--- config.mk ---
export PLATFORM = sky130hd
export DESIGN_NAME = masku_top
export DESIGN_NICKNAME = d
export VERILOG_FILES = /design/src/logic/masku_cfg_pkg.sv /design/src/logic/masku_insn_pkg.sv /design/src/logic/masku_insn_ctrl.sv /design/src/logic/masku_merge_alu.sv /design/src/logic/masku_result_queue.sv /design/src/logic/masku_top.sv
export SDC_FILE = /design/constraint.sdc
export NUM_CORES = 1
export LEC_CHECK = 0
export ABC_AREA = 1
export BUFFER_PORTS_ARGS = -buffer_cell sky130_fd_sc_hd__buf_2
export CELL_PAD_IN_SITES_DETAIL_PLACEMENT = 1
export CELL_PAD_IN_SITES_GLOBAL_PLACEMENT = 2
export CORE_MARGIN = 2
export CORE_UTILIZATION = 32
export CTS_BUF_LIST = sky130_fd_sc_hd__clkbuf_16
export DETAILED_ROUTE_END_ITERATION = 12
export PLACE_DENSITY = 0.81
export SYNTH_ARGS = -nofsm -noshare
export SYNTH_HDL_FRONTEND = slang
export SYNTH_SLANG_ARGS = --single-unit
--- constraint.sdc ---
create_clock -name clk_i -period 13.7 [get_ports clk_i]
set_input_delay 0.685 -clock clk_i [delete_from_list [all_inputs] [get_ports clk_i]]
set_output_delay 0.685 -clock clk_i [all_outputs]
set_load 0.02 [all_outputs]
--- src/logic/masku_cfg_pkg.sv ---
////////////////////////////////////////////////////////////
// Lane datapath widths; ElenWidth must be a multiple of 8
////////////////////////////////////////////////////////////

package masku_cfg_pkg;

  // Width of one lane word
  localparam int unsigned ElenWidth = 64;
  // Bytes in one lane word
  localparam int unsigned StrbWidth = ElenWidth / 8;
  // Lane words per vector register, in each lane
  localparam int unsigned VRegBeats = 8;

  // One lane data word
  typedef logic [ElenWidth-1:0] elen_t;

  // Byte enable of one lane word
  typedef logic [StrbWidth-1:0] strb_t;

  // Word address inside the VRF of one lane
  typedef logic [7:0] vaddr_t;

endpackage : masku_cfg_pkg

--- src/logic/masku_insn_pkg.sv ---
////////////////////////////////////////////////////////////
// Instruction fields seen by the mask unit
////////////////////////////////////////////////////////////

package masku_insn_pkg;

  // Instruction id given by the sequencer
  typedef logic [2:0] vid_t;

  // Vector register number
  typedef logic [4:0] vreg_t;

  // Vector length, counted in mask bits
  typedef logic [15:0] vlen_t;

  // Instruction control
  // Issue while beats are left to compute, drain while results are written
  typedef enum logic [1:0] {
    CtrlIdle,
    CtrlIssue,
    CtrlDrain
  } ctrl_state_e;

endpackage : masku_insn_pkg

--- src/logic/masku_insn_ctrl.sv ---
////////////////////////////////////////////////////////////
// One instruction at a time; vl must be nonzero and fit in
// one register, i.e. at most VRegBeats beats
////////////////////////////////////////////////////////////

module masku_insn_ctrl #(
  parameter int unsigned NrLanes = 1
) (
  input  logic                  clk_i,
  input  logic                  rst_ni,
  // Sequencer side
  input  logic                  req_valid_i,
  output logic                  req_ready_o,
  input  masku_insn_pkg::vid_t  req_id_i,
  input  masku_insn_pkg::vreg_t req_vd_i,
  input  masku_insn_pkg::vlen_t req_vl_i,
  input  logic                  req_vm_i,
  output logic                  done_o,
  output masku_insn_pkg::vid_t  done_id_o,
  // Towards the merge ALU
  output logic                  issue_valid_o,
  output masku_insn_pkg::vlen_t issue_remaining_o,
  output logic [2:0]            issue_beat_o,
  output masku_insn_pkg::vreg_t issue_vd_o,
  output logic                  issue_vm_o,
  output masku_insn_pkg::vid_t  issue_id_o,
  input  logic                  beat_fire_i,
  // From the result queue
  input  logic                  pop_i
);

  // Mask bits covered by one beat over all lanes
  localparam int unsigned BeatWidth = NrLanes * masku_cfg_pkg::ElenWidth;

  masku_insn_pkg::ctrl_state_e state_d, state_q;

  // Accepted instruction
  masku_insn_pkg::vid_t  id_q;
  masku_insn_pkg::vreg_t vd_q;
  logic                  vm_q;

  // Bits still to issue, and beat index inside the register
  masku_insn_pkg::vlen_t remaining_d, remaining_q;
  logic [2:0]            beat_d, beat_q;
  // Beats not yet written back to the lanes
  masku_insn_pkg::vlen_t commit_cnt_d, commit_cnt_q;

  logic done_d;
  logic req_fire;

  // Only an idle unit takes a new instruction
  assign req_ready_o = (state_q == masku_insn_pkg::CtrlIdle);
  assign req_fire    = req_valid_i && req_ready_o;

  ////////////////////////////////////////////////////////////
  // Control FSM
  ////////////////////////////////////////////////////////////

  always_comb begin : p_ctrl
    state_d      = state_q;
    remaining_d  = remaining_q;
    beat_d       = beat_q;
    commit_cnt_d = commit_cnt_q;
    done_d       = 1'b0;

    unique case (state_q)
      masku_insn_pkg::CtrlIdle: begin
        if (req_fire) begin
          state_d      = masku_insn_pkg::CtrlIssue;
          remaining_d  = req_vl_i;
          beat_d       = '0;
          // ceil(vl / BeatWidth)
          commit_cnt_d = masku_insn_pkg::vlen_t'((32'(req_vl_i) + BeatWidth - 1) / BeatWidth);
        end
      end
      masku_insn_pkg::CtrlIssue: begin
        if (beat_fire_i) begin
          beat_d = beat_q + 3'd1;
          // Saturate at zero on the tail beat
          if (remaining_q > BeatWidth) begin
            remaining_d = masku_insn_pkg::vlen_t'(remaining_q - BeatWidth);
          end else begin
            remaining_d = '0;
            state_d     = masku_insn_pkg::CtrlDrain;
          end
        end
      end
      masku_insn_pkg::CtrlDrain: begin
        // Last beat leaves the queue
        if (pop_i && commit_cnt_q == 16'd1) begin
          state_d = masku_insn_pkg::CtrlIdle;
          done_d  = 1'b1;
        end
      end
      default: state_d = masku_insn_pkg::CtrlIdle;
    endcase

    // Earlier beats may be written while the tail still issues
    if (pop_i) begin
      commit_cnt_d = commit_cnt_q - 16'd1;
    end
  end : p_ctrl

  always_ff @(posedge clk_i or negedge rst_ni) begin : p_ctrl_ff
    if (!rst_ni) begin
      state_q      <= masku_insn_pkg::CtrlIdle;
      remaining_q  <= '0;
      beat_q       <= '0;
      commit_cnt_q <= '0;
      done_o       <= 1'b0;
    end else begin
      state_q      <= state_d;
      remaining_q  <= remaining_d;
      beat_q       <= beat_d;
      commit_cnt_q <= commit_cnt_d;
      done_o       <= done_d;
    end
  end : p_ctrl_ff

  // Instruction fields, held until the next accept
  always_ff @(posedge clk_i) begin : p_insn_ff
    if (req_fire) begin
      id_q <= req_id_i;
      vd_q <= req_vd_i;
      vm_q <= req_vm_i;
    end
  end : p_insn_ff

  assign issue_valid_o     = (state_q == masku_insn_pkg::CtrlIssue);
  assign issue_remaining_o = remaining_q;
  assign issue_beat_o      = beat_q;
  assign issue_vd_o        = vd_q;
  assign issue_vm_o        = vm_q;
  assign issue_id_o        = id_q;
  // Id is still stable in the done cycle
  assign done_id_o         = id_q;

  ////////////////////////////////////////////////////////////
  // Checks
  ////////////////////////////////////////////////////////////

  // Busy from accept until done
  a_busy_until_done: assert property (@(posedge clk_i) disable iff (!rst_ni)
    req_fire |=> (!req_ready_o until done_o));

  a_vl_range: assert property (@(posedge clk_i) disable iff (!rst_ni)
    req_fire |-> (req_vl_i != '0) && (req_vl_i <= masku_cfg_pkg::VRegBeats * BeatWidth));

  a_pop_outstanding: assert property (@(posedge clk_i) disable iff (!rst_ni)
    pop_i |-> (commit_cnt_q != '0));

endmodule : masku_insn_ctrl

--- src/logic/masku_merge_alu.sv ---
////////////////////////////////////////////////////////////
// Combinational; lane l bit j is beat bit l*ElenWidth+j
////////////////////////////////////////////////////////////

module masku_merge_alu #(
  parameter int unsigned NrLanes = 1
) (
  // Current instruction
  input  logic                               issue_valid_i,
  input  masku_insn_pkg::vlen_t              issue_remaining_i,
  input  logic [2:0]                         issue_beat_i,
  input  masku_insn_pkg::vreg_t              issue_vd_i,
  input  logic                               issue_vm_i,
  input  masku_insn_pkg::vid_t               issue_id_i,
  // ALU result words
  input  masku_cfg_pkg::elen_t [NrLanes-1:0] operand_a_i,
  input  logic [NrLanes-1:0]                 operand_a_valid_i,
  output logic [NrLanes-1:0]                 operand_a_ready_o,
  // Old destination words
  input  masku_cfg_pkg::elen_t [NrLanes-1:0] operand_b_i,
  input  logic [NrLanes-1:0]                 operand_b_valid_i,
  output logic [NrLanes-1:0]                 operand_b_ready_o,
  // Mask words
  input  masku_cfg_pkg::elen_t [NrLanes-1:0] operand_m_i,
  input  logic [NrLanes-1:0]                 operand_m_valid_i,
  output logic [NrLanes-1:0]                 operand_m_ready_o,
  // Result queue
  input  logic                               queue_full_i,
  output logic                               beat_fire_o,
  output masku_cfg_pkg::elen_t [NrLanes-1:0] push_wdata_o,
  output masku_cfg_pkg::strb_t [NrLanes-1:0] push_be_o,
  output masku_cfg_pkg::vaddr_t              push_addr_o,
  output masku_insn_pkg::vid_t               push_id_o
);

  localparam int unsigned ElenWidth = masku_cfg_pkg::ElenWidth;
  localparam int unsigned StrbWidth = masku_cfg_pkg::StrbWidth;

  // Per-bit select of "a" over the whole beat
  masku_cfg_pkg::elen_t [NrLanes-1:0] bit_enable;
  logic                               operands_valid;

  // Handshake
  // Mask words are only waited for on masked instructions
  assign operands_valid = &operand_a_valid_i && &operand_b_valid_i &&
                          (issue_vm_i || &operand_m_valid_i);
  assign beat_fire_o    = issue_valid_i && operands_valid && !queue_full_i;

  // All words of a beat are taken together
  assign operand_a_ready_o = {NrLanes{beat_fire_o}};
  assign operand_b_ready_o = {NrLanes{beat_fire_o}};
  assign operand_m_ready_o = {NrLanes{beat_fire_o && !issue_vm_i}};

  always_comb begin : p_enable
    for (int unsigned l = 0; l < NrLanes; l++) begin
      // Body bit, and either unmasked or mask bit set
      for (int unsigned j = 0; j < ElenWidth; j++) begin
        bit_enable[l][j] = (l * ElenWidth + j < issue_remaining_i) &&
                           (issue_vm_i || operand_m_i[l][j]);
      end
      // Byte written when its first bit is in the body
      for (int unsigned s = 0; s < StrbWidth; s++) begin
        push_be_o[l][s] = (l * ElenWidth + 8 * s < issue_remaining_i);
      end
    end
  end : p_enable

  // Merge, "a" where enabled and "b" elsewhere
  assign push_wdata_o = (operand_a_i & bit_enable) | (operand_b_i & ~bit_enable);

  // Register base plus beat index
  assign push_addr_o = masku_cfg_pkg::vaddr_t'(issue_vd_i * masku_cfg_pkg::VRegBeats +
                                               issue_beat_i);
  assign push_id_o   = issue_id_i;

endmodule : masku_merge_alu

--- src/logic/masku_result_queue.sv ---
////////////////////////////////////////////////////////////
// Two entries; a lane may only be granted while it requests
////////////////////////////////////////////////////////////

module masku_result_queue #(
  parameter int unsigned NrLanes = 1
) (
  input  logic                                clk_i,
  input  logic                                rst_ni,
  // Push side, from the merge ALU
  input  logic                                push_i,
  input  masku_cfg_pkg::elen_t  [NrLanes-1:0] push_wdata_i,
  input  masku_cfg_pkg::strb_t  [NrLanes-1:0] push_be_i,
  input  masku_cfg_pkg::vaddr_t               push_addr_i,
  input  masku_insn_pkg::vid_t                push_id_i,
  output logic                                full_o,
  // Head entry fully written
  output logic                                pop_o,
  // Write-back to the lanes
  output logic                  [NrLanes-1:0] result_req_o,
  output masku_cfg_pkg::vaddr_t [NrLanes-1:0] result_addr_o,
  output masku_cfg_pkg::elen_t  [NrLanes-1:0] result_wdata_o,
  output masku_cfg_pkg::strb_t  [NrLanes-1:0] result_be_o,
  output masku_insn_pkg::vid_t  [NrLanes-1:0] result_id_o,
  input  logic                  [NrLanes-1:0] result_gnt_i
);

  localparam int unsigned Depth = 2;

  // Payload, shared address and id per entry
  masku_cfg_pkg::elen_t  [Depth-1:0][NrLanes-1:0] wdata_q;
  masku_cfg_pkg::strb_t  [Depth-1:0][NrLanes-1:0] be_q;
  masku_cfg_pkg::vaddr_t [Depth-1:0]              addr_q;
  masku_insn_pkg::vid_t  [Depth-1:0]              id_q;

  // Lanes of each entry still waiting for a grant
  logic [Depth-1:0][NrLanes-1:0] valid_d, valid_q;
  logic                          wr_ptr_q;
  logic                          rd_ptr_q;
  logic [1:0]                    cnt_q;
  // Head lanes left after this cycle's grants
  logic [NrLanes-1:0]            head_left;

  assign full_o    = (cnt_q == Depth);
  assign head_left = valid_q[rd_ptr_q] & ~result_gnt_i;
  // Grants of one entry may be spread over several cycles
  assign pop_o     = (cnt_q != '0) && (head_left == '0);

  always_comb begin : p_valid
    valid_d           = valid_q;
    valid_d[rd_ptr_q] = head_left;
    // Push never hits the head of a nonempty queue
    if (push_i) begin
      valid_d[wr_ptr_q] = '1;
    end
  end : p_valid

  ////////////////////////////////////////////////////////////
  // Ring state
  ////////////////////////////////////////////////////////////

  always_ff @(posedge clk_i or negedge rst_ni) begin : p_ring_ff
    if (!rst_ni) begin
      valid_q  <= '0;
      wr_ptr_q <= 1'b0;
      rd_ptr_q <= 1'b0;
      cnt_q    <= '0;
    end else begin
      valid_q <= valid_d;
      if (push_i) begin
        wr_ptr_q <= !wr_ptr_q;
      end
      if (pop_o) begin
        rd_ptr_q <= !rd_ptr_q;
      end
      if (push_i && !pop_o) begin
        cnt_q <= cnt_q + 2'd1;
      end else if (!push_i && pop_o) begin
        cnt_q <= cnt_q - 2'd1;
      end
    end
  end : p_ring_ff

  always_ff @(posedge clk_i) begin : p_payload_ff
    if (push_i) begin
      wdata_q[wr_ptr_q] <= push_wdata_i;
      be_q[wr_ptr_q]    <= push_be_i;
      addr_q[wr_ptr_q]  <= push_addr_i;
      id_q[wr_ptr_q]    <= push_id_i;
    end
  end : p_payload_ff

  assign result_req_o   = valid_q[rd_ptr_q];
  assign result_wdata_o = wdata_q[rd_ptr_q];
  assign result_be_o    = be_q[rd_ptr_q];

  for (genvar l = 0; l < NrLanes; l++) begin : gen_lane
    assign result_addr_o[l] = addr_q[rd_ptr_q];
    assign result_id_o[l]   = id_q[rd_ptr_q];

    a_gnt_with_req: assert property (@(posedge clk_i) disable iff (!rst_ni)
      result_gnt_i[l] |-> result_req_o[l]);

    // Pending request keeps its payload until granted
    a_payload_stable: assert property (@(posedge clk_i) disable iff (!rst_ni)
      result_req_o[l] && !result_gnt_i[l] |=> result_req_o[l] &&
      $stable(result_wdata_o[l]) && $stable(result_be_o[l]) &&
      $stable(result_addr_o[l]) && $stable(result_id_o[l]));
  end : gen_lane

endmodule : masku_result_queue

--- src/logic/masku_top.sv ---
////////////////////////////////////////////////////////////
// Mask-logical merge only; one beat is NrLanes*ElenWidth bits
////////////////////////////////////////////////////////////

module masku_top #(
  parameter int unsigned NrLanes = 2
) (
  input  logic                                clk_i,
  input  logic                                rst_ni,
  // Sequencer
  input  logic                                req_valid_i,
  output logic                                req_ready_o,
  input  masku_insn_pkg::vid_t                req_id_i,
  input  masku_insn_pkg::vreg_t               req_vd_i,
  input  masku_insn_pkg::vlen_t               req_vl_i,
  input  logic                                req_vm_i,
  output logic                                done_o,
  output masku_insn_pkg::vid_t                done_id_o,
  // Lane operands
  input  masku_cfg_pkg::elen_t  [NrLanes-1:0] operand_a_i,
  input  logic                  [NrLanes-1:0] operand_a_valid_i,
  output logic                  [NrLanes-1:0] operand_a_ready_o,
  input  masku_cfg_pkg::elen_t  [NrLanes-1:0] operand_b_i,
  input  logic                  [NrLanes-1:0] operand_b_valid_i,
  output logic                  [NrLanes-1:0] operand_b_ready_o,
  input  masku_cfg_pkg::elen_t  [NrLanes-1:0] operand_m_i,
  input  logic                  [NrLanes-1:0] operand_m_valid_i,
  output logic                  [NrLanes-1:0] operand_m_ready_o,
  // Lane write-back
  output logic                  [NrLanes-1:0] result_req_o,
  output masku_cfg_pkg::vaddr_t [NrLanes-1:0] result_addr_o,
  output masku_insn_pkg::vid_t  [NrLanes-1:0] result_id_o,
  output masku_cfg_pkg::elen_t  [NrLanes-1:0] result_wdata_o,
  output masku_cfg_pkg::strb_t  [NrLanes-1:0] result_be_o,
  input  logic                  [NrLanes-1:0] result_gnt_i
);

  // Issue bundle
  logic                  issue_valid;
  masku_insn_pkg::vlen_t issue_remaining;
  logic [2:0]            issue_beat;
  masku_insn_pkg::vreg_t issue_vd;
  logic                  issue_vm;
  masku_insn_pkg::vid_t  issue_id;

  // Beat fire doubles as queue push
  logic                               beat_fire;
  masku_cfg_pkg::elen_t [NrLanes-1:0] push_wdata;
  masku_cfg_pkg::strb_t [NrLanes-1:0] push_be;
  masku_cfg_pkg::vaddr_t              push_addr;
  masku_insn_pkg::vid_t               push_id;
  logic                               queue_full;
  logic                               pop;

  masku_insn_ctrl #(.NrLanes(NrLanes)) i_insn_ctrl (
    .clk_i, .rst_ni,
    .req_valid_i, .req_ready_o, .req_id_i, .req_vd_i, .req_vl_i, .req_vm_i,
    .done_o, .done_id_o,
    .issue_valid_o(issue_valid), .issue_remaining_o(issue_remaining),
    .issue_beat_o(issue_beat), .issue_vd_o(issue_vd),
    .issue_vm_o(issue_vm), .issue_id_o(issue_id),
    .beat_fire_i(beat_fire), .pop_i(pop)
  );

  masku_merge_alu #(.NrLanes(NrLanes)) i_merge_alu (
    .issue_valid_i(issue_valid), .issue_remaining_i(issue_remaining),
    .issue_beat_i(issue_beat), .issue_vd_i(issue_vd),
    .issue_vm_i(issue_vm), .issue_id_i(issue_id),
    .operand_a_i, .operand_a_valid_i, .operand_a_ready_o,
    .operand_b_i, .operand_b_valid_i, .operand_b_ready_o,
    .operand_m_i, .operand_m_valid_i, .operand_m_ready_o,
    .queue_full_i(queue_full), .beat_fire_o(beat_fire),
    .push_wdata_o(push_wdata), .push_be_o(push_be),
    .push_addr_o(push_addr), .push_id_o(push_id)
  );

  masku_result_queue #(.NrLanes(NrLanes)) i_result_queue (
    .clk_i, .rst_ni,
    .push_i(beat_fire), .push_wdata_i(push_wdata), .push_be_i(push_be),
    .push_addr_i(push_addr), .push_id_i(push_id),
    .full_o(queue_full), .pop_o(pop),
    .result_req_o, .result_addr_o, .result_wdata_o, .result_be_o, .result_id_o,
    .result_gnt_i
  );

endmodule : masku_top

==> results of run 1 <==
worst max-delay path: stages, from the launching register on:
cell and delay, ns:
dfrtp_4 0.72, inv_6 0.57, buf_4 0.94, nand2_1 0.13, nand2_1 0.22, buf_2 0.20
kinds of logic (layout without fill, tap and decap cells):
family	after synthesis	after routing	synth area share (%)
xor+xnor	17	17	0.8193
mux	25	25	1.549
compound gates	341	341	10.99
simple gates	919	919	20.42
other cells	0	8	0
flops	365	365	59.04
fa+ha+maj	7	7	0.4819
buf+inv	292	892	6.699
how the worst max path moves through the flow:
stage                                         endpoint                                start  slack (ns)
6_report                               result_be_o[15]  i_result_queue.rd_ptr_q$_DFFE_PN0N_        9.57
5_1_grt                                result_be_o[15]  i_result_queue.rd_ptr_q$_DFFE_PN0N_        9.31
4_1_cts                                result_be_o[15]  i_result_queue.rd_ptr_q$_DFFE_PN0N_        9.48
3_5_place_dp   i_insn_ctrl.commit_cnt_q[5]$_DFFE_PN0P_  i_result_queue.rd_ptr_q$_DFFE_PN0N_        9.78
3_3_place_gp       i_result_queue.cnt_q[1]$_DFFE_PN0P_  i_result_queue.rd_ptr_q$_DFFE_PN0N_        9.83
2_1_floorplan      i_result_queue.valid_q[0]$_DFF_PN0_                 operand_b_valid_i[0]        5.44
layer usage:
metal  share of wire [%]  vias up  wire, um
li1                    -     7690         -
met1                  41     8303     32770
met2                  51      531     40560
met3                 5.6       98      4464
met4                 2.5        6      1978
met5               0.046        -        37
cell type report:
type                            count  area, um^2  share of cell area (%)
Sequential cell                   365       10730                   46.29
Multi-Input combinational cell   1309        6241                   26.91
Timing Repair Buffer              611        3090                   13.33
Clock buffer                       43        1076                   4.640
Tap cell                          756       945.9                   4.079
Inverter                          205       774.5                   3.340
Clock inverter                     33       306.5                   1.322
Antenna cell                        8       20.02                 0.08633
state kept, by name (all words and copies together) (netlist names), 4 cells and up:
signal	count
i_result_queue.wdata_q	256
i_result_queue.be_q	32
i_insn_ctrl.commit_cnt_q	16
i_insn_ctrl.issue_remaining_o	16
i_result_queue.addr_q	16
i_result_queue.id_q	6
i_insn_ctrl.issue_vd_o	5
i_result_queue.valid_q	4
stage by stage:
| step | instance area (um^2) | hold WS [ns] |
|---|---|---|
| after floorplan | 18170 | 0.3894 |
| after global placement | 21790 | 0.4243 |
| after detailed placement | 21790 | 0.4402 |
| after CTS | 23170 | 0.2312 |
| after global routing | 23180 | 0.2576 |
| final | 23190 | 0.2408 |
cells in the final DEF (no fill, tap or decap), types with 3 or more instances in the layout:
master,count
nor2_1,80
inv_2,12
xor2_1,12
o22ai_1,21
mux2_1,7
bufinv_16,6
clkinvlp_4,3
nand2_1,745
mux2_2,18
nand4_1,7
a21oi_1,42
nor3_1,8
a31oi_1,5
diode_2,8
xnor2_1,5
nand2_4,3
nor2_2,7
o21ai_1,65
o21ai_0,149
clkinv_1,10
nand3_1,37
buf_2,598
clkbuf_16,43
edfxtp_1,319
nand2_2,10
inv_1,201
o211ai_1,20
buf_4,13
nor2_4,9
clkinv_2,3
dfrtp_1,45
o221ai_2,10
ha_1,7
nor4_1,5
a21oi_2,3
o221ai_1,20
power by group through the flow:
stage | Sequential (mW) | Combinational [mW] | Clock, mW
final | 1.38 | 1.43 | 1.14
after global routing | 1.39 | 1.55 | 1.21
after CTS | 1.38 | 1.44 | 1.16
after detailed placement | 1.40 | 1.44 | 0
after global placement | 1.40 | 1.42 | 0
after floorplan | 1.35 | 0.882 | 0
==> key figures, run 1 <==
Hold path
  • Min-delay worst type: in -> async

Floorplan
  • Die area: 58,710 um^2
  • Std cell rows: 87
  • IO Pins: 599
  • Initial core utilization: 32.29%
  • Die width: 242.3 um
  • Core Footprint: 56,280 um^2
  • Die Y: 242.3 um

Timing
  • Worst slew pin tran: 1.230 ns
  • Final setup violating endpoints: 0
  • Clk_skew: 0.01889 ns
  • Unrepaired setup endpoints after global routing: false
  • Max-slew headroom: 17.69%
  • Fin crit share: 30.14%
  • Fmax: 0.2422 GHz
  • Crit path time final: 4.130 ns
  • Setup TNS: 0 ns
  • Slack of the critical path: 9.570 ns
  • Final count of pins violating max slew: 0
  • Hold Vio Cnt, Final: 0

CTS
  • H-tree depth: 2
  • CTS tree: yes
  • Post-CTS setup buffer count: 0
  • Clock root buffer: clkbuf_16
  • Clock Sinks: 365
  • Number of clock buffers inserted by TritonCTS: 42
  • Hold_buf cts: 0
  • Clock Latency Late Sink: 0.56 ns
  • Post-CTS Resized: 0
  • Clk pin slew, worst setup/hold paths: 0.06 ns
  • Max clock buf depth: 3

Global routing
  • First-pass GRT wire length: 114,800 um
  • Congestion Overflow GR: 0
  • Met1 Use GR: 33.32%
  • M3 GR Usage: 4.775%
  • Busiest grt layer: met2
  • Vias in the first global route: 16,820
  • Gr usage total: 26.57%
  • Global Route met2 Usage: 46.91%
  • Initial antenna violation count: 11
  • Largest net degree at the start of global routing: 87

Yosys
  • Area leader, netlist: edfxtp_1
  • Register area share after synthesis: 59.04%
  • Post-synth ARST share: 12.60%
  • Syn Area/Cell: 9.244 um^2
  • Yosys cell types: 43
  • Ranking of synthesized cells by area: edfxtp_1, nand2_1, dfrtp_1
  • Post-synth net total: 2,393
  • Leading cell types by count after synthesis: nand2_1, edfxtp_1, inv_1
  • Post-synth top area share: 52.71%
  • Main flop type after synthesis: edfxtp_1
  • EDFF count, synth: 319
  • Flops & latches, synth: 365
  • Cell Area, Synth: 18,170 um^2
  • Syn Inst Count: 1,966
  • Count leader, synth: nand2_1
  • Ys Warns: 0

Worst setup path
  • Worst endpoint required time: 13.02 ns
  • Arr. time, crit path: 3.44 ns
  • Crit path launch type: register
  • Critical Path Fanout Max: 86
  • Worst reg2reg setup slack: 9.80 ns
  • Reg-to-Reg Start: i_result_queue.rd_ptr_q$_DFFE_PN0N_
  • Crit. End Element: primary output
  • R2R cell count: 10
  • R2R Path End: i_insn_ctrl.commit_cnt_q[5]$_DFFE_PN0P_
  • Critical Setup Path Class: reg -> out

Placement
  • Worst slack at placement: 9.776 ns
  • Placed cell count: 3,246
  • Gpl congestion: 0.9696
  • Port buffer count: 598
  • Hpwl dp: 60,510 um

Detailed routing
  • Post-DR wirelength/cell: 23.97 um
  • Initial DRC Count: 1,134
  • DR vias: 16,630
  • Detailed-route vias per instance: 4.993
  • DR pass1 iterations: 5
  • Final ANT Viol Nets: 0
  • Routed WL: 79,810 um
  • Residual DRC count: 0

Pwr
  • Clock group share of total power: 28.9%
  • Switching share of power: 40.29%
  • Maximum VDD drop: 0.00008584 V
  • Switching power: 1.590 mW
  • Power after layout: 3.946 mW
  • Pwr dens: 170.2 nW/um^2
  • Sequential Power Share: 34.9%
  • P_int: 2.356 mW
  • Pleak: 10.61 nW
  • Combinational share of power: 36.3%

Flow run
  • Max-Cap Viols: 0

Cells and area
  • Final Non-Filler Cells: 3,330
  • Share of cells above drive strength 1: 29.11%
  • Layout area overhead: 27.59%
  • Layout Utilization: 41.20%
  • Fillcell total: 6,687
  • Final net count: 2,961

Status
  • Status: finished clean
Note: power is estimated with default switching activity, not from simulation.
==> run 2: changes to the inputs <==
Settings changed: CORE_UTILIZATION 32 to 27, PLACE_DENSITY 0.81 to 0.73.
Clock period 13.7 ns to 3.4 ns, I/O delays scaled along.
==> run 2 against run 1 <==
Effect of this change:
- clock-buffer cell count is 4 higher
- routed wire length increased by 8.9%
- largest cell class unchanged
- critical endpoint is now i_result_queue.wdata_q[52]$_DFFE_PP_
- clock power grew to 4.6 times the previous value
==> key figures, run 2 (synthesized netlist as in run 1, its figures left out) <==
Worst setup path
  • Slowest CP cell: dlygate4sd3_1 (was buf_4)
  • Crit path launch type: register (unchanged)
  • Crit. End Element: register (was primary output)
  • Worst reg2reg setup slack: 0.14 ns (was 9.80 ns)
  • Critical Setup Path Class: reg -> reg (was reg -> out)
  • R2R cell count: 10 (unchanged)
  • Worst endpoint required time: 3.72 ns (was 13.02 ns)
  • Arr. time, crit path: 3.58 ns (was 3.44 ns)
  • Worst path max stage delay: 0.57 ns (was 0.94 ns)
  • Critical Path Fanout Max: 7 (was 86)
  • Most used cell, CP: nand2_1 (unchanged)
  • Crit. Startpoint: i_insn_ctrl.issue_remaining_o[1]$_DFFE_PN0P_ (was i_result_queue.rd_ptr_q$_DFFE_PN0N_)
  • Worst Setup EP: i_result_queue.wdata_q[52]$_DFFE_PP_ (was result_be_o[15])
  • R2R Path End: i_result_queue.wdata_q[52]$_DFFE_PP_ (was i_insn_ctrl.commit_cnt_q[5]$_DFFE_PN0P_)
  • Reg-to-Reg Start: i_insn_ctrl.issue_remaining_o[1]$_DFFE_PN0P_ (was i_result_queue.rd_ptr_q$_DFFE_PN0N_)
  • CP cell instances: nor2_1, inv_1, nand2_1, nand2_1, inv_1, o21ai_1, o21ai_0, nand2_1, o21ai_0, dlygate4sd3_1 (was inv_6, buf_4, nand2_1, nand2_1, buf_2)

CTS
  • Post-CTS setup buffer count: 0 (unchanged)
  • Clk pin slew, worst setup/hold paths: 0.06 ns (about the same)
  • CTS tree: yes (unchanged)
  • H-tree depth: 2 (unchanged)
  • Clock Latency Late Sink: 0.58 ns (was 0.56 ns)
  • Clock Sinks: 365 (unchanged)
  • Number of clock buffers inserted by TritonCTS: 46 (was 42)
  • Clock root buffer: clkbuf_16 (unchanged)
  • Max clock buf depth: 3 (unchanged)

Cells and area
  • Max reg flops: 256 (unchanged)
  • Most frequent cells in the layout: nand2_1, buf_2, edfxtp_1, dlygate4sd3_1, inv_1 (was nand2_1, buf_2, edfxtp_1, inv_1, o21ai_0)
  • Layout area overhead: 42.13% (was 27.59%)
  • Area of the multi-input gates: 6256 um^2 (was 6241 um^2)
  • Final Non-Filler Cells: 3,687 (was 3,330)
  • Leading cell type in the layout, fill and taps excluded: nand2_1 (unchanged)
  • Register area: 10,730 um^2 (unchanged)
  • Biggest register: i_result_queue.wdata_q (unchanged)
  • Final net count: 3,188 (was 2,961)
  • Fillcell total: 7,910 (was 6,687)
  • Largest registers: i_result_queue.wdata_q (256), i_result_queue.be_q (32) (unchanged)
  • Share of cells above drive strength 1: 27.52% (was 29.11%)

Timing
  • Final count of pins violating max slew: 0 (unchanged)
  • Fin crit share: 95.79%
  • Hold Vio Cnt, Final: 0 (unchanged)
  • Fmax: 0.3070 GHz
  • Max-slew headroom: 30.34% (was 17.69%)
  • Clk_skew: 0.02910 ns (was 0.01889 ns)
  • Crit path time final: 3.257 ns
  • Slack of the critical path: 0.1431 ns (was 9.570 ns)
  • Worst hold slack: 0.01691 ns (was 0.2408 ns)
  • Unrepaired setup endpoints after global routing: false (unchanged)
  • Final setup violating endpoints: 0 (unchanged)
  • Worst slew pin tran: 1.045 ns (was 1.230 ns)

Pwr
  • Switching power: 6.679 mW (was 1.590 mW)
  • Pwr dens: 652.5 nW/um^2 (was 170.2 nW/um^2)
  • Pleak: 11.70 nW (was 10.61 nW)
  • Clock group share of total power: 30.8% (was 28.9%)
  • Combinational share of power: 36.5% (was 36.3%)
  • Maximum VDD drop: 0.0004534 V (was 0.00008584 V)
  • Switching share of power: 39.63% (was 40.29%)
  • Sequential Power Share: 32.6% (was 34.9%)
  • P_int: 10.18 mW (was 2.356 mW)

Placement
  • Port buffer count: 598 (unchanged)
  • Gpl congestion: 0.8987 (was 0.9696)
  • Placed cell count: 3,375 (was 3,246)
  • Worst slack at placement: 0.5204 ns (was 9.776 ns)
  • Hpwl dp: 64,130 um (was 60,510 um)

Detailed routing
  • Residual DRC count: 0 (unchanged)
  • DR pass1 iterations: 5 (unchanged)
  • Final ANT Viol Nets: 0 (unchanged)
  • Detailed-route vias per instance: 4.811 (was 4.993)
  • Post-DR wirelength/cell: 23.58 um (was 23.97 um)
  • Routed WL: 86,950 um (was 79,810 um)
  • Initial DRC Count: 1,020 (was 1,134)
  • DR vias: 17,740 (was 16,630)

Floorplan
  • Std cell rows: 95 (was 87)
  • Die Y: 263.4 um (was 242.3 um)
  • Initial core utilization: 27.16% (was 32.29%)
  • Die area: 69,400 um^2 (was 58,710 um^2)
  • Core Footprint: 66,920 um^2 (was 56,280 um^2)
  • IO Pins: 599 (unchanged)
  • Die width: 263.4 um (was 242.3 um)

Global routing
  • Gr usage total: 24.49% (was 26.57%)
  • Congestion Overflow GR: 0 (unchanged)
  • Vias in the first global route: 18,640 (was 16,820)
  • Largest net degree at the start of global routing: 130 (was 87)
  • First-pass GRT wire length: 126,000 um (was 114,800 um)
  • Initial antenna violation count: 20 (was 11)

Flow run
  • Max-Cap Viols: 0 (unchanged)

Hold path
  • Min-delay worst type: in -> reg (was in -> async)

Status
  • Status: finished clean (unchanged)
[run 2: cell count changes in the layout (fill, tap and decap cells not counted), sizes merged]
cell,delta
inv,+3
buf,+12
dlygate4sd3,+211
bufinv,+3
clkinvlp,-2
clkinv,+1
diode,+8
clkbuf,+4
[run 2: metrics by stage]
stage / area [um^2] / power [mW] / utilization (%) / TNS, ns
finish: 25830 / 16.85 / 38.60 / 0
global route: 25820 / 17.68 / 38.59 / 0
CTS: 25790 / 17.02 / 38.54 / 0
detailed placement: 22100 / 11.56 / 33.02 / 0
global placement: 22100 / 11.47 / 33.02 / 0
floorplan: 18200 / 8.976 / - / -68.71
[run 2: layer usage]
metal / global-route usage (%) / up-vias / share of wire (%)
met5: 0 / - / 0.060
li1: - / 8172 / -
met3: 4.770 / 141 / 5.7
met1: 30.39 / 8843 / 41
met2: 42.19 / 573 / 49
met4: 8.880 / 8 / 3.8
[run 2: power groups by stage]
stage          Sequential, mW  Clock, mW  Combinational (mW)
2_1_floorplan            5.41          0                3.56
3_3_place_gp             5.57          0                5.89
3_5_place_dp             5.59          0                5.96
4_1_cts                  5.50       5.31                6.21
5_1_grt                  5.54       5.49                6.64
6_report                 5.50       5.20                6.16
[run 2: critical path: cells and delay by family, from the launching register on]
family,cells,cell delay [ns]
compound gates,3,0.64
buf+inv,3,1.20
flops,1,0.48
simple gates,4,0.67
[run 2: repair_timing]
action                                  CTS  global route
hold buffers                            211             0
endpoints found under the hold margin   287             0
gates resized for setup                   0             1
endpoints found under the setup margin    0             2
[run 2: final cells by class]
cell class | instances | share of cell area, %
multi-input cells | 1309 | 24.22
flip-flops and latches | 365 | 41.56
diodes | 16 | 0.1550
repair buffers | 834 | 20.73
clock buffers | 47 | 4.553
inverters | 205 | 2.998
well taps | 873 | 4.229
clock inverters | 38 | 1.555
[run 2: worst min path at each step]
stage	from	endpoint	slack, ns	cells after the start
5_1_grt	operand_a_i[111]	i_result_queue.wdata_q[111]$_DFFE_PP_	0.01	2
4_1_cts	operand_b_i[106]	i_result_queue.wdata_q[234]$_DFFE_PP_	0.00002	3
2_1_floorplan	rst_ni	i_insn_ctrl.commit_cnt_q[0]$_DFFE_PN0P_	-0.13	0
3_3_place_gp	rst_ni	i_insn_ctrl.commit_cnt_q[0]$_DFFE_PN0P_	0.28	1
3_5_place_dp	rst_ni	i_insn_ctrl.commit_cnt_q[1]$_DFFE_PN0P_	0.28	1
6_report	operand_b_i[74]	i_result_queue.wdata_q[74]$_DFFE_PP_	0.02	3
